**src/design/jtag_pkg.sv**
```systemverilog
`default_nettype none

package jtag_pkg;

  // ----------------------------------------
  // Register lengths
  // ----------------------------------------
  localparam int IR_WIDTH        = 8;
  localparam int IDCODE_WIDTH    = 32;
  localparam int SCAN_CTRL_WIDTH = 12;
  localparam int INT_DSR_WIDTH   = 4;

  typedef logic [IR_WIDTH-1:0]        ir_t;
  typedef logic [IDCODE_WIDTH-1:0]    idcode_t;
  typedef logic [SCAN_CTRL_WIDTH-1:0] scan_ctrl_t;

  // Bit 0 test mode, 1 freeze, 2 high-z, 3 IDDQ
  typedef logic [INT_DSR_WIDTH-1:0]   int_dsr_t;

  // Scan frequency enables, low byte of SCAN_CTRL
  typedef logic [7:0]                 scan_freq_t;

  // ----------------------------------------
  // Instruction codes
  // ----------------------------------------
  localparam ir_t INSTR_BYPASS    = 8'hFF;
  localparam ir_t INSTR_IDCODE    = 8'h15;
  localparam ir_t INSTR_SCAN_CTRL = 8'h39;
  localparam ir_t INSTR_INT_DSR   = 8'h40;

  // LSB must stay set per IEEE 1149.1
  localparam idcode_t IDCODE_DEFAULT = 32'h7761_7601;

  // TAP controller states
  typedef enum logic [3:0] {
    TAP_EXIT2_DR         = 4'h0,
    TAP_EXIT1_DR         = 4'h1,
    TAP_SHIFT_DR         = 4'h2,
    TAP_PAUSE_DR         = 4'h3,
    TAP_SELECT_IR_SCAN   = 4'h4,
    TAP_UPDATE_DR        = 4'h5,
    TAP_CAPTURE_DR       = 4'h6,
    TAP_SELECT_DR_SCAN   = 4'h7,
    TAP_EXIT2_IR         = 4'h8,
    TAP_EXIT1_IR         = 4'h9,
    TAP_SHIFT_IR         = 4'hA,
    TAP_PAUSE_IR         = 4'hB,
    TAP_RUN_TEST_IDLE    = 4'hC,
    TAP_UPDATE_IR        = 4'hD,
    TAP_CAPTURE_IR       = 4'hE,
    TAP_TEST_LOGIC_RESET = 4'hF
  } tap_state_e;

  // One strobe per active TAP state
  typedef struct packed {
    logic capture_dr;
    logic shift_dr;
    logic update_dr;
    logic capture_ir;
    logic shift_ir;
    logic update_ir;
  } tap_strobes_t;

  // One-hot data register select
  typedef struct packed {
    logic sel_bypass;
    logic sel_idcode;
    logic sel_scan_ctrl;
    logic sel_int_dsr;
  } dr_select_t;

endpackage

`default_nettype wire
```
**src/design/jtag_top.sv**
```systemverilog
`timescale 1ns/10ps
`default_nettype none

module jtag_top #(
  parameter jtag_pkg::idcode_t IDCODE = jtag_pkg::IDCODE_DEFAULT
) (
  input  logic                 i_tck,
  input  logic                 i_trst_n,
  input  logic                 i_tms,
  input  logic                 i_tdi,
  output logic                 o_tdo,
  input  logic                 i_freeze_n,
  input  logic                 i_highz_n,
  input  logic                 i_iddq_mode,
  output logic                 o_freeze_n,
  output logic                 o_highz_n,
  output logic                 o_iddq_mode,
  output jtag_pkg::scan_freq_t o_scan_freq_en,
  output logic                 o_scan_cgc_ctrl,
  output logic                 o_scan_rst_ctrl,
  output logic                 o_scan_set_ctrl
);

  import jtag_pkg::*;

  tap_strobes_t strobes;
  dr_select_t   dr_select;
  logic         ir_tdo;
  logic         dr_tdo;

  jtag_tap_fsm u_tap_fsm (
    .i_tck     (i_tck),
    .i_trst_n  (i_trst_n),
    .i_tms     (i_tms),
    .o_strobes (strobes)
  );

  jtag_ir_decode u_ir_decode (
    .i_tck     (i_tck),
    .i_trst_n  (i_trst_n),
    .i_tdi     (i_tdi),
    .i_strobes (strobes),
    .o_select  (dr_select),
    .o_ir_tdo  (ir_tdo)
  );

  jtag_data_regs #(
    .IDCODE (IDCODE)
  ) u_data_regs (
    .i_tck           (i_tck),
    .i_trst_n        (i_trst_n),
    .i_tdi           (i_tdi),
    .i_strobes       (strobes),
    .i_select        (dr_select),
    .i_freeze_n      (i_freeze_n),
    .i_highz_n       (i_highz_n),
    .i_iddq_mode     (i_iddq_mode),
    .o_dr_tdo        (dr_tdo),
    .o_scan_freq_en  (o_scan_freq_en),
    .o_scan_cgc_ctrl (o_scan_cgc_ctrl),
    .o_scan_rst_ctrl (o_scan_rst_ctrl),
    .o_scan_set_ctrl (o_scan_set_ctrl),
    .o_freeze_n      (o_freeze_n),
    .o_highz_n       (o_highz_n),
    .o_iddq_mode     (o_iddq_mode)
  );

  jtag_tdo_result u_tdo_result (
    .i_tck     (i_tck),
    .i_trst_n  (i_trst_n),
    .i_strobes (strobes),
    .i_ir_tdo  (ir_tdo),
    .i_dr_tdo  (dr_tdo),
    .o_tdo     (o_tdo)
  );

endmodule

`default_nettype wire

```
**src/design/jtag_tdo_result.sv**
```systemverilog
`timescale 1ns/10ps
`default_nettype none

module jtag_tdo_result (
  input  logic                   i_tck,
  input  logic                   i_trst_n,
  input  jtag_pkg::tap_strobes_t i_strobes,
  input  logic                   i_ir_tdo,
  input  logic                   i_dr_tdo,
  output logic                   o_tdo
);

  logic tdo_bit;

  // IR bit during Shift-IR, selected DR otherwise
  assign tdo_bit = i_strobes.shift_ir ? i_ir_tdo : i_dr_tdo;

  // ----------------------------------------
  // Falling-edge retime
  // ----------------------------------------
  // Gives the tester half a cycle of setup before the next rising edge
  always_ff @(negedge i_tck or negedge i_trst_n) begin
    if (!i_trst_n) begin
      o_tdo <= 1'b0;
    end else begin
      o_tdo <= tdo_bit;
    end
  end

endmodule

`default_nettype wire

```
**src/design/jtag_data_regs.sv**
```systemverilog
`timescale 1ns/10ps
`default_nettype none

module jtag_data_regs #(
  parameter jtag_pkg::idcode_t IDCODE = jtag_pkg::IDCODE_DEFAULT
) (
  input  logic                   i_tck,
  input  logic                   i_trst_n,
  input  logic                   i_tdi,
  input  jtag_pkg::tap_strobes_t i_strobes,
  input  jtag_pkg::dr_select_t   i_select,
  input  logic                   i_freeze_n,
  input  logic                   i_highz_n,
  input  logic                   i_iddq_mode,
  output logic                   o_dr_tdo,
  output jtag_pkg::scan_freq_t   o_scan_freq_en,
  output logic                   o_scan_cgc_ctrl,
  output logic                   o_scan_rst_ctrl,
  output logic                   o_scan_set_ctrl,
  output logic                   o_freeze_n,
  output logic                   o_highz_n,
  output logic                   o_iddq_mode
);

  import jtag_pkg::*;

  dr_select_t capture_en;
  dr_select_t shift_en;
  dr_select_t update_en;
  scan_ctrl_t scan_ctrl_q;
  int_dsr_t   int_dsr_q;
  logic       idcode_tdo;
  logic       bypass_tdo;
  logic       scan_ctrl_tdo;
  logic       int_dsr_tdo;
  logic       test_mode;

  // DR strobes reach only the selected register
  assign capture_en = dr_select_t'({4{i_strobes.capture_dr}} & i_select);
  assign shift_en   = dr_select_t'({4{i_strobes.shift_dr}} & i_select);
  assign update_en  = dr_select_t'({4{i_strobes.update_dr}} & i_select);

  jtag_scan_chain #(.WIDTH(IDCODE_WIDTH), .RESET_VAL(IDCODE)) u_idcode (
    .i_tck (i_tck), .i_trst_n (i_trst_n),
    .i_capture (capture_en.sel_idcode), .i_shift (shift_en.sel_idcode),
    .i_update (update_en.sel_idcode),
    .i_pi (IDCODE), .i_tdi (i_tdi), .o_po (), .o_tdo (idcode_tdo)
  );

  // Single bit, captures 0
  jtag_scan_chain #(.WIDTH(1), .RESET_VAL(1'b0)) u_bypass (
    .i_tck (i_tck), .i_trst_n (i_trst_n),
    .i_capture (capture_en.sel_bypass), .i_shift (shift_en.sel_bypass),
    .i_update (update_en.sel_bypass),
    .i_pi (1'b0), .i_tdi (i_tdi), .o_po (), .o_tdo (bypass_tdo)
  );

  // Read back of last written value on capture
  jtag_scan_chain #(.WIDTH(SCAN_CTRL_WIDTH), .RESET_VAL('0)) u_scan_ctrl (
    .i_tck (i_tck), .i_trst_n (i_trst_n),
    .i_capture (capture_en.sel_scan_ctrl), .i_shift (shift_en.sel_scan_ctrl),
    .i_update (update_en.sel_scan_ctrl),
    .i_pi (scan_ctrl_q), .i_tdi (i_tdi), .o_po (scan_ctrl_q), .o_tdo (scan_ctrl_tdo)
  );

  jtag_scan_chain #(.WIDTH(INT_DSR_WIDTH), .RESET_VAL('0)) u_int_dsr (
    .i_tck (i_tck), .i_trst_n (i_trst_n),
    .i_capture (capture_en.sel_int_dsr), .i_shift (shift_en.sel_int_dsr),
    .i_update (update_en.sel_int_dsr),
    .i_pi (int_dsr_q), .i_tdi (i_tdi), .o_po (int_dsr_q), .o_tdo (int_dsr_tdo)
  );

  // ----------------------------------------
  // Chip-side controls
  // ----------------------------------------
  // Bit 11 spare
  assign o_scan_freq_en  = scan_ctrl_q[7:0];
  assign o_scan_cgc_ctrl = scan_ctrl_q[8];
  assign o_scan_rst_ctrl = scan_ctrl_q[9];
  assign o_scan_set_ctrl = scan_ctrl_q[10];

  // Test mode overrides the chip levels
  assign test_mode   = int_dsr_q[0];
  assign o_freeze_n  = test_mode ? ~int_dsr_q[1] : i_freeze_n;
  assign o_highz_n   = test_mode ? ~int_dsr_q[2] : i_highz_n;
  assign o_iddq_mode = test_mode ?  int_dsr_q[3] : i_iddq_mode;

  // Selects are one-hot, bypass as the fallback
  always_comb begin
    if (i_select.sel_idcode) begin
      o_dr_tdo = idcode_tdo;
    end else if (i_select.sel_scan_ctrl) begin
      o_dr_tdo = scan_ctrl_tdo;
    end else if (i_select.sel_int_dsr) begin
      o_dr_tdo = int_dsr_tdo;
    end else begin
      o_dr_tdo = bypass_tdo;
    end
  end

endmodule

`default_nettype wire

```
**src/design/jtag_ir_decode.sv**
```systemverilog
`timescale 1ns/10ps
`default_nettype none

module jtag_ir_decode (
  input  logic                   i_tck,
  input  logic                   i_trst_n,
  input  logic                   i_tdi,
  input  jtag_pkg::tap_strobes_t i_strobes,
  output jtag_pkg::dr_select_t   o_select,
  output logic                   o_ir_tdo
);

  import jtag_pkg::*;

  // Fixed pattern loaded in Capture-IR, 01 in the two LSBs
  localparam ir_t IR_CAPTURE = 8'h01;

  ir_t ir_q;

  // ----------------------------------------
  // Instruction register
  // ----------------------------------------
  jtag_scan_chain #(
    .WIDTH     (IR_WIDTH),
    .RESET_VAL (INSTR_IDCODE)
  ) u_ir (
    .i_tck     (i_tck),
    .i_trst_n  (i_trst_n),
    .i_capture (i_strobes.capture_ir),
    .i_shift   (i_strobes.shift_ir),
    .i_update  (i_strobes.update_ir),
    .i_pi      (IR_CAPTURE),
    .i_tdi     (i_tdi),
    .o_po      (ir_q),
    .o_tdo     (o_ir_tdo)
  );

  // ----------------------------------------
  // Instruction decode
  // ----------------------------------------
  // Held instruction only changes after Update-IR,
  // so the selects stay stable through a DR scan
  always_comb begin
    o_select = '0;
    case (ir_q)
      INSTR_IDCODE: begin
        o_select.sel_idcode = 1'b1;
      end
      INSTR_SCAN_CTRL: begin
        o_select.sel_scan_ctrl = 1'b1;
      end
      INSTR_INT_DSR: begin
        o_select.sel_int_dsr = 1'b1;
      end
      INSTR_BYPASS: begin
        o_select.sel_bypass = 1'b1;
      end
      // Unknown opcodes fall back to bypass
      default: begin
        o_select.sel_bypass = 1'b1;
      end
    endcase
  end

endmodule

`default_nettype wire

```
**src/design/jtag_tap_fsm.sv**
```systemverilog
`timescale 1ns/10ps
`default_nettype none

module jtag_tap_fsm (
  input  logic                  i_tck,
  input  logic                  i_trst_n,
  input  logic                  i_tms,
  output jtag_pkg::tap_strobes_t o_strobes
);

  import jtag_pkg::*;

  tap_state_e state_q;
  tap_state_e state_d;

  always_ff @(posedge i_tck or negedge i_trst_n) begin
    if (!i_trst_n) begin
      state_q <= TAP_TEST_LOGIC_RESET;
    end else begin
      state_q <= state_d;
    end
  end

  // ----------------------------------------
  // Next state from TMS
  // ----------------------------------------
  always_comb begin
    case (state_q)
      TAP_TEST_LOGIC_RESET:
        state_d = i_tms ? TAP_TEST_LOGIC_RESET : TAP_RUN_TEST_IDLE;
      TAP_RUN_TEST_IDLE:
        state_d = i_tms ? TAP_SELECT_DR_SCAN : TAP_RUN_TEST_IDLE;
      TAP_SELECT_DR_SCAN:
        state_d = i_tms ? TAP_SELECT_IR_SCAN : TAP_CAPTURE_DR;
      TAP_CAPTURE_DR:
        state_d = i_tms ? TAP_EXIT1_DR : TAP_SHIFT_DR;
      TAP_SHIFT_DR:
        state_d = i_tms ? TAP_EXIT1_DR : TAP_SHIFT_DR;
      TAP_EXIT1_DR:
        state_d = i_tms ? TAP_UPDATE_DR : TAP_PAUSE_DR;
      TAP_PAUSE_DR:
        state_d = i_tms ? TAP_EXIT2_DR : TAP_PAUSE_DR;
      TAP_EXIT2_DR:
        state_d = i_tms ? TAP_UPDATE_DR : TAP_SHIFT_DR;
      TAP_UPDATE_DR:
        state_d = i_tms ? TAP_SELECT_DR_SCAN : TAP_RUN_TEST_IDLE;
      // Second TMS high from Select-DR heads back to reset
      TAP_SELECT_IR_SCAN:
        state_d = i_tms ? TAP_TEST_LOGIC_RESET : TAP_CAPTURE_IR;
      TAP_CAPTURE_IR:
        state_d = i_tms ? TAP_EXIT1_IR : TAP_SHIFT_IR;
      TAP_SHIFT_IR:
        state_d = i_tms ? TAP_EXIT1_IR : TAP_SHIFT_IR;
      TAP_EXIT1_IR:
        state_d = i_tms ? TAP_UPDATE_IR : TAP_PAUSE_IR;
      TAP_PAUSE_IR:
        state_d = i_tms ? TAP_EXIT2_IR : TAP_PAUSE_IR;
      TAP_EXIT2_IR:
        state_d = i_tms ? TAP_UPDATE_IR : TAP_SHIFT_IR;
      TAP_UPDATE_IR:
        state_d = i_tms ? TAP_SELECT_DR_SCAN : TAP_RUN_TEST_IDLE;
      default:
        state_d = TAP_TEST_LOGIC_RESET;
    endcase
  end

  // ----------------------------------------
  // State strobes
  // ----------------------------------------
  always_comb begin
    o_strobes = '0;
    case (state_q)
      TAP_CAPTURE_DR: o_strobes.capture_dr = 1'b1;
      TAP_SHIFT_DR:   o_strobes.shift_dr   = 1'b1;
      TAP_UPDATE_DR:  o_strobes.update_dr  = 1'b1;
      TAP_CAPTURE_IR: o_strobes.capture_ir = 1'b1;
      TAP_SHIFT_IR:   o_strobes.shift_ir   = 1'b1;
      TAP_UPDATE_IR:  o_strobes.update_ir  = 1'b1;
      default:        o_strobes = '0;
    endcase
  end

endmodule

`default_nettype wire

```
**src/design/jtag_scan_chain.sv**
```systemverilog
`timescale 1ns/10ps
`default_nettype none

module jtag_scan_chain #(
  parameter int               WIDTH     = 8,
  parameter logic [WIDTH-1:0] RESET_VAL = '0
) (
  input  logic             i_tck,
  input  logic             i_trst_n,
  input  logic             i_capture,
  input  logic             i_shift,
  input  logic             i_update,
  input  logic [WIDTH-1:0] i_pi,
  input  logic             i_tdi,
  output logic [WIDTH-1:0] o_po,
  output logic             o_tdo
);

  logic [WIDTH-1:0] shift_q;
  logic [WIDTH-1:0] shift_next;
  logic [WIDTH-1:0] update_q;

  // TDI enters at the MSB, everything moves one toward bit 0
  assign shift_next = WIDTH'({i_tdi, shift_q} >> 1);

  // ----------------------------------------
  // Shift stage
  // ----------------------------------------
  always_ff @(posedge i_tck or negedge i_trst_n) begin
    if (!i_trst_n) begin
      shift_q <= RESET_VAL;
    end else if (i_capture) begin
      shift_q <= i_pi;
    end else if (i_shift) begin
      shift_q <= shift_next;
    end
  end

  // ----------------------------------------
  // Update stage
  // ----------------------------------------
  always_ff @(posedge i_tck or negedge i_trst_n) begin
    if (!i_trst_n) begin
      update_q <= RESET_VAL;
    end else if (i_update) begin
      update_q <= shift_q;
    end
  end

  assign o_po  = update_q;

  // LSB first on the serial side
  assign o_tdo = shift_q[0];

endmodule

`default_nettype wire

```
**config.mk**
```make
export PLATFORM = sky130hd
export DESIGN_NAME = jtag_top
export DESIGN_NICKNAME = d
export VERILOG_FILES = /design/src/design/jtag_pkg.sv /design/src/design/jtag_top.sv /design/src/design/jtag_tdo_result.sv /design/src/design/jtag_data_regs.sv /design/src/design/jtag_ir_decode.sv /design/src/design/jtag_tap_fsm.sv /design/src/design/jtag_scan_chain.sv
export SDC_FILE = /design/constraint.sdc
export NUM_CORES = 1
export LEC_CHECK = 0
export BUFFER_PORTS_ARGS = -buffer_cell sky130_fd_sc_hd__buf_2
export CELL_PAD_IN_SITES_DETAIL_PLACEMENT = 0
export CELL_PAD_IN_SITES_GLOBAL_PLACEMENT = 1
export CORE_MARGIN = 2
export CORE_UTILIZATION = 52
export CTS_CLUSTER_DIAMETER = 40
export DETAILED_ROUTE_END_ITERATION = 8
export PLACE_DENSITY_LB_ADDON = 0.2
export SYNTH_ARGS = -nofsm -noshare
export SYNTH_HDL_FRONTEND = slang
export SYNTH_HIERARCHICAL = 1
export SYNTH_SLANG_ARGS = --single-unit
export TNS_END_PERCENT = 30
```
**constraint.sdc**
```tcl
create_clock -name i_tck -period 2.3 [get_ports i_tck]
set_input_delay 0.46 -clock i_tck [delete_from_list [all_inputs] [get_ports i_tck]]
set_output_delay 0.46 -clock i_tck [all_outputs]
set_load 0.005 [all_outputs]
```
==> impl_results.md <==
- Via-to-Cell Ratio: 4.88
- Share of final-layout standard cells stronger than drive strength 1: 29.2%
- Inserted Diodes: 0
- Max-cap check violation count: 0
- Result of the run: complete, but fails checks
- Maximum count of clock buffers along a single path: 2
- Number of top-level pins: 22
- Critical path launch point type: flip-flop
- Cell depth of the worst setup path: 6
- CTS sink count: 86
- Antenna violations before repair: 0
- Gate power share: 24.1%
- Count of cells along the worst register-to-register path: 6
- Number of levels the H-tree was split into: 3
- Largest net degree at the start of global routing: 86
- DRT iter0 DRCs: 130
- Slowest stage cell on the critical path: sky130_fd_sc_hd__dfstp_2
- Total count of hold-check failures in the final report: 0
- Final core occ: 62.3%
- Fraction of power consumed by the clock network: 26.7%
- Post-route worst setup slack: -665 ps
- Total buffers and inverters traversed by the critical path: 0
- Site row count: 32
- Biggest fanout along the worst timing path: 2
- Layout net count: 440
- Slew Limit Fails: 0
- Hold-fix buffer count after cts: 0
- Net switching share of the total power: 27.5%
- GR Util met1: 25.1%
- Detailed-route wire length: 6910 µm
- Yosys Warn Count: 6
- Overall overflow remaining after global route: 0
- Static Leak: 0.00199 µW
- Detailed placement HPWL: 4430 µm
- Final setup violation count: 2
- Worst skew pair latency: 350 ps
- Vertical die dimension: 93.2 µm
- Destination of the critical timing path: u_tdo_result/o_tdo
- Via total after detailed routing: 2633
- Via count of the first global-routing pass: 2539
- Flop pwr share: 49.2%
- Number of fillers in the final layout: 634
- Mapped Area: 4130 µm²
- First-pass GRT wire length: 12200 µm
- Count of unresolved DRC violations after routing: 0
- Global Route met2 Usage: 26.5%
- Area growth, synth to finish: 16.5%
- Synth Instances: 358
- Areal power density over the cells: 908 nW/µm²
- Most crowded layer after global routing: met2
- Cell-by-cell listing of the critical path: nor4b_4 > and3_4 > mux2_4 > mux2i_1 > o21ai_1 > mux2_4
- Type of destination of the critical path: flip-flop
- Number of buffers created by CTS: 9
- Aggregate global-route resource usage: 17.6%
- Initial core utilization: 53.5%
- Remaining antenna violation count after routing: 0
- Mean routed wirelength per cell: 12.8 µm
- Post-place setup slack: -679 ps
- Clock tree from TritonCTS: built
- Max Clock Skew: 17.8 ps
- Worst reg2reg startpoint: u_ir_decode/u_ir/o_po[4]
- Critical Path AT: 1990 ps
- 1st-pass router iterations: 4
- Start point of the critical path: u_ir_decode/u_ir/o_po[4]
- Switching power summed over all nets: 1200 µW
- Internal Power: 3170 µW
- Cell mode on critical path: sky130_fd_sc_hd__mux2_4
- Die extent in x: 93.2 µm
- Start-to-end type of the worst setup path: reg2reg
- Average cell area after synthesis: 11.5 µm²
- Cell type group with the largest total delay on the critical path: multiplexers
- Reg-to-reg slack, setup: -670 ps
- Worst EP required: 1330 ps
- Unrepaired setup endpoints after global routing: yes
- Root Buffer Master: sky130_fd_sc_hd__clkbuf_8
- CORE AREA: 7730 µm²
- Crit Reg-Reg Endpoint: u_tdo_result/o_tdo
- Routability cong.: 0.787
- Fraction of met3 tracks used by global routing: 3.55%
- Classification of the worst-slack hold path: in2async
- Delay of the slowest cell on the worst path: 390 ps
- I/O Buffers: 21
- Worst IR Drop VDD: 595 µV
- Floorplan die area: 8680 µm²
- Violations in the final reports: negative setup slack
- Clock-pin slew reported for the worst setup and hold paths after clock tree synthesis: 80 ps
[power by group through the flow]
stage                     Clock, µW  Combinational (µW)  Sequential [µW]
final                          1170                1060             2150
after global routing           1260                1190             2190
after CTS                      1200                1060             2150
after detailed placement          0                1040             2170
after global placement            0                1020             2160
after floorplan                   0                 752             2120
[layer usage]
metal  part of all wire, %  vias to the layer above
met3                   3.3                       10
li1                      -                     1352
met2                    45                       36
met5                     0                        -
met1                    50                     1235
met4                   1.6                        0
[through the flow]
| stage | TNS, ps | instance area [µm²] | hold slack, ps | power, µW | std cells |
|---|---|---|---|---|---|
| 2_1_floorplan | -601 | 4280 | 164 | 2870 | 395 |
| 3_3_place_gp | -644 | 4560 | 460 | 3180 | 522 |
| 3_5_place_dp | -679 | 4560 | 469 | 3210 | 522 |
| 4_1_cts | -841 | 4800 | 178 | 4410 | 539 |
| 5_1_grt | -966 | 4810 | 199 | 4640 | 540 |
| 6_report | -811 | 4810 | 151 | 4370 | 540 |
[registers in the layout, indices dropped and copies added (netlist names)]
signal / cells
u_data_regs/u_bypass/o_tdo: 1
u_data_regs/u_idcode/shift_q: 32
u_data_regs/u_int_dsr/o_po: 4
u_tap_fsm/state_q: 4
u_tdo_result/o_tdo: 1
u_ir_decode/u_ir/shift_q: 8
u_ir_decode/u_ir/o_po: 8
u_data_regs/u_scan_ctrl/o_po: 12
u_data_regs/u_scan_ctrl/shift_q: 12
u_data_regs/u_int_dsr/shift_q: 4
[area by class of cell]
cell class,instances,area [µm²],share of cell area (%)
sequential,86,2180,45.3
multi-input combinational,283,1900,39.4
tap,102,128,2.65
inverter,5,18.8,0.390
timing repair buffer,48,360,7.48
clock buffer,11,141,2.94
clock inverter,5,83.8,1.74
[worst min path at each step]
stage                                          start                                  end
floorplan                                   i_trst_n           u_data_regs/u_bypass/o_tdo
global placement    u_data_regs/u_scan_ctrl/o_po[11]  u_data_regs/u_scan_ctrl/shift_q[11]
detailed placement  u_data_regs/u_scan_ctrl/o_po[11]  u_data_regs/u_scan_ctrl/shift_q[11]
CTS                                         i_trst_n          u_ir_decode/u_ir/shift_q[1]
global route                                i_trst_n          u_ir_decode/u_ir/shift_q[1]
finish                                      i_trst_n      u_data_regs/u_idcode/shift_q[8]
[cells in the final DEF (no fill, tap or decap), types with 2 or more instances in the layout]
cell                         count
sky130_fd_sc_hd__and2_1          5
sky130_fd_sc_hd__and2_2          5
sky130_fd_sc_hd__buf_12          4
sky130_fd_sc_hd__buf_2          20
sky130_fd_sc_hd__buf_4          24
sky130_fd_sc_hd__bufinv_16       2
sky130_fd_sc_hd__clkbuf_8       10
sky130_fd_sc_hd__clkinvlp_4      2
sky130_fd_sc_hd__conb_1         41
sky130_fd_sc_hd__dfrtp_1        60
sky130_fd_sc_hd__dfstp_2        25
sky130_fd_sc_hd__inv_1           5
sky130_fd_sc_hd__mux2_2         17
sky130_fd_sc_hd__mux2_4         11
sky130_fd_sc_hd__mux2i_1        60
sky130_fd_sc_hd__nand2_1        61
sky130_fd_sc_hd__nor2_1          3
sky130_fd_sc_hd__nor3_1          3
sky130_fd_sc_hd__o21ai_0         6
sky130_fd_sc_hd__o21ai_1        52
sky130_fd_sc_hd__o21ai_2         2
[timing repair]
action,in CTS,in global routing
setup buffers,1,1
endpoints found under the setup margin,2,2
pin swaps,1,1
gates resized for setup,1,1
Note: power is estimated with default switching activity, not from simulation.
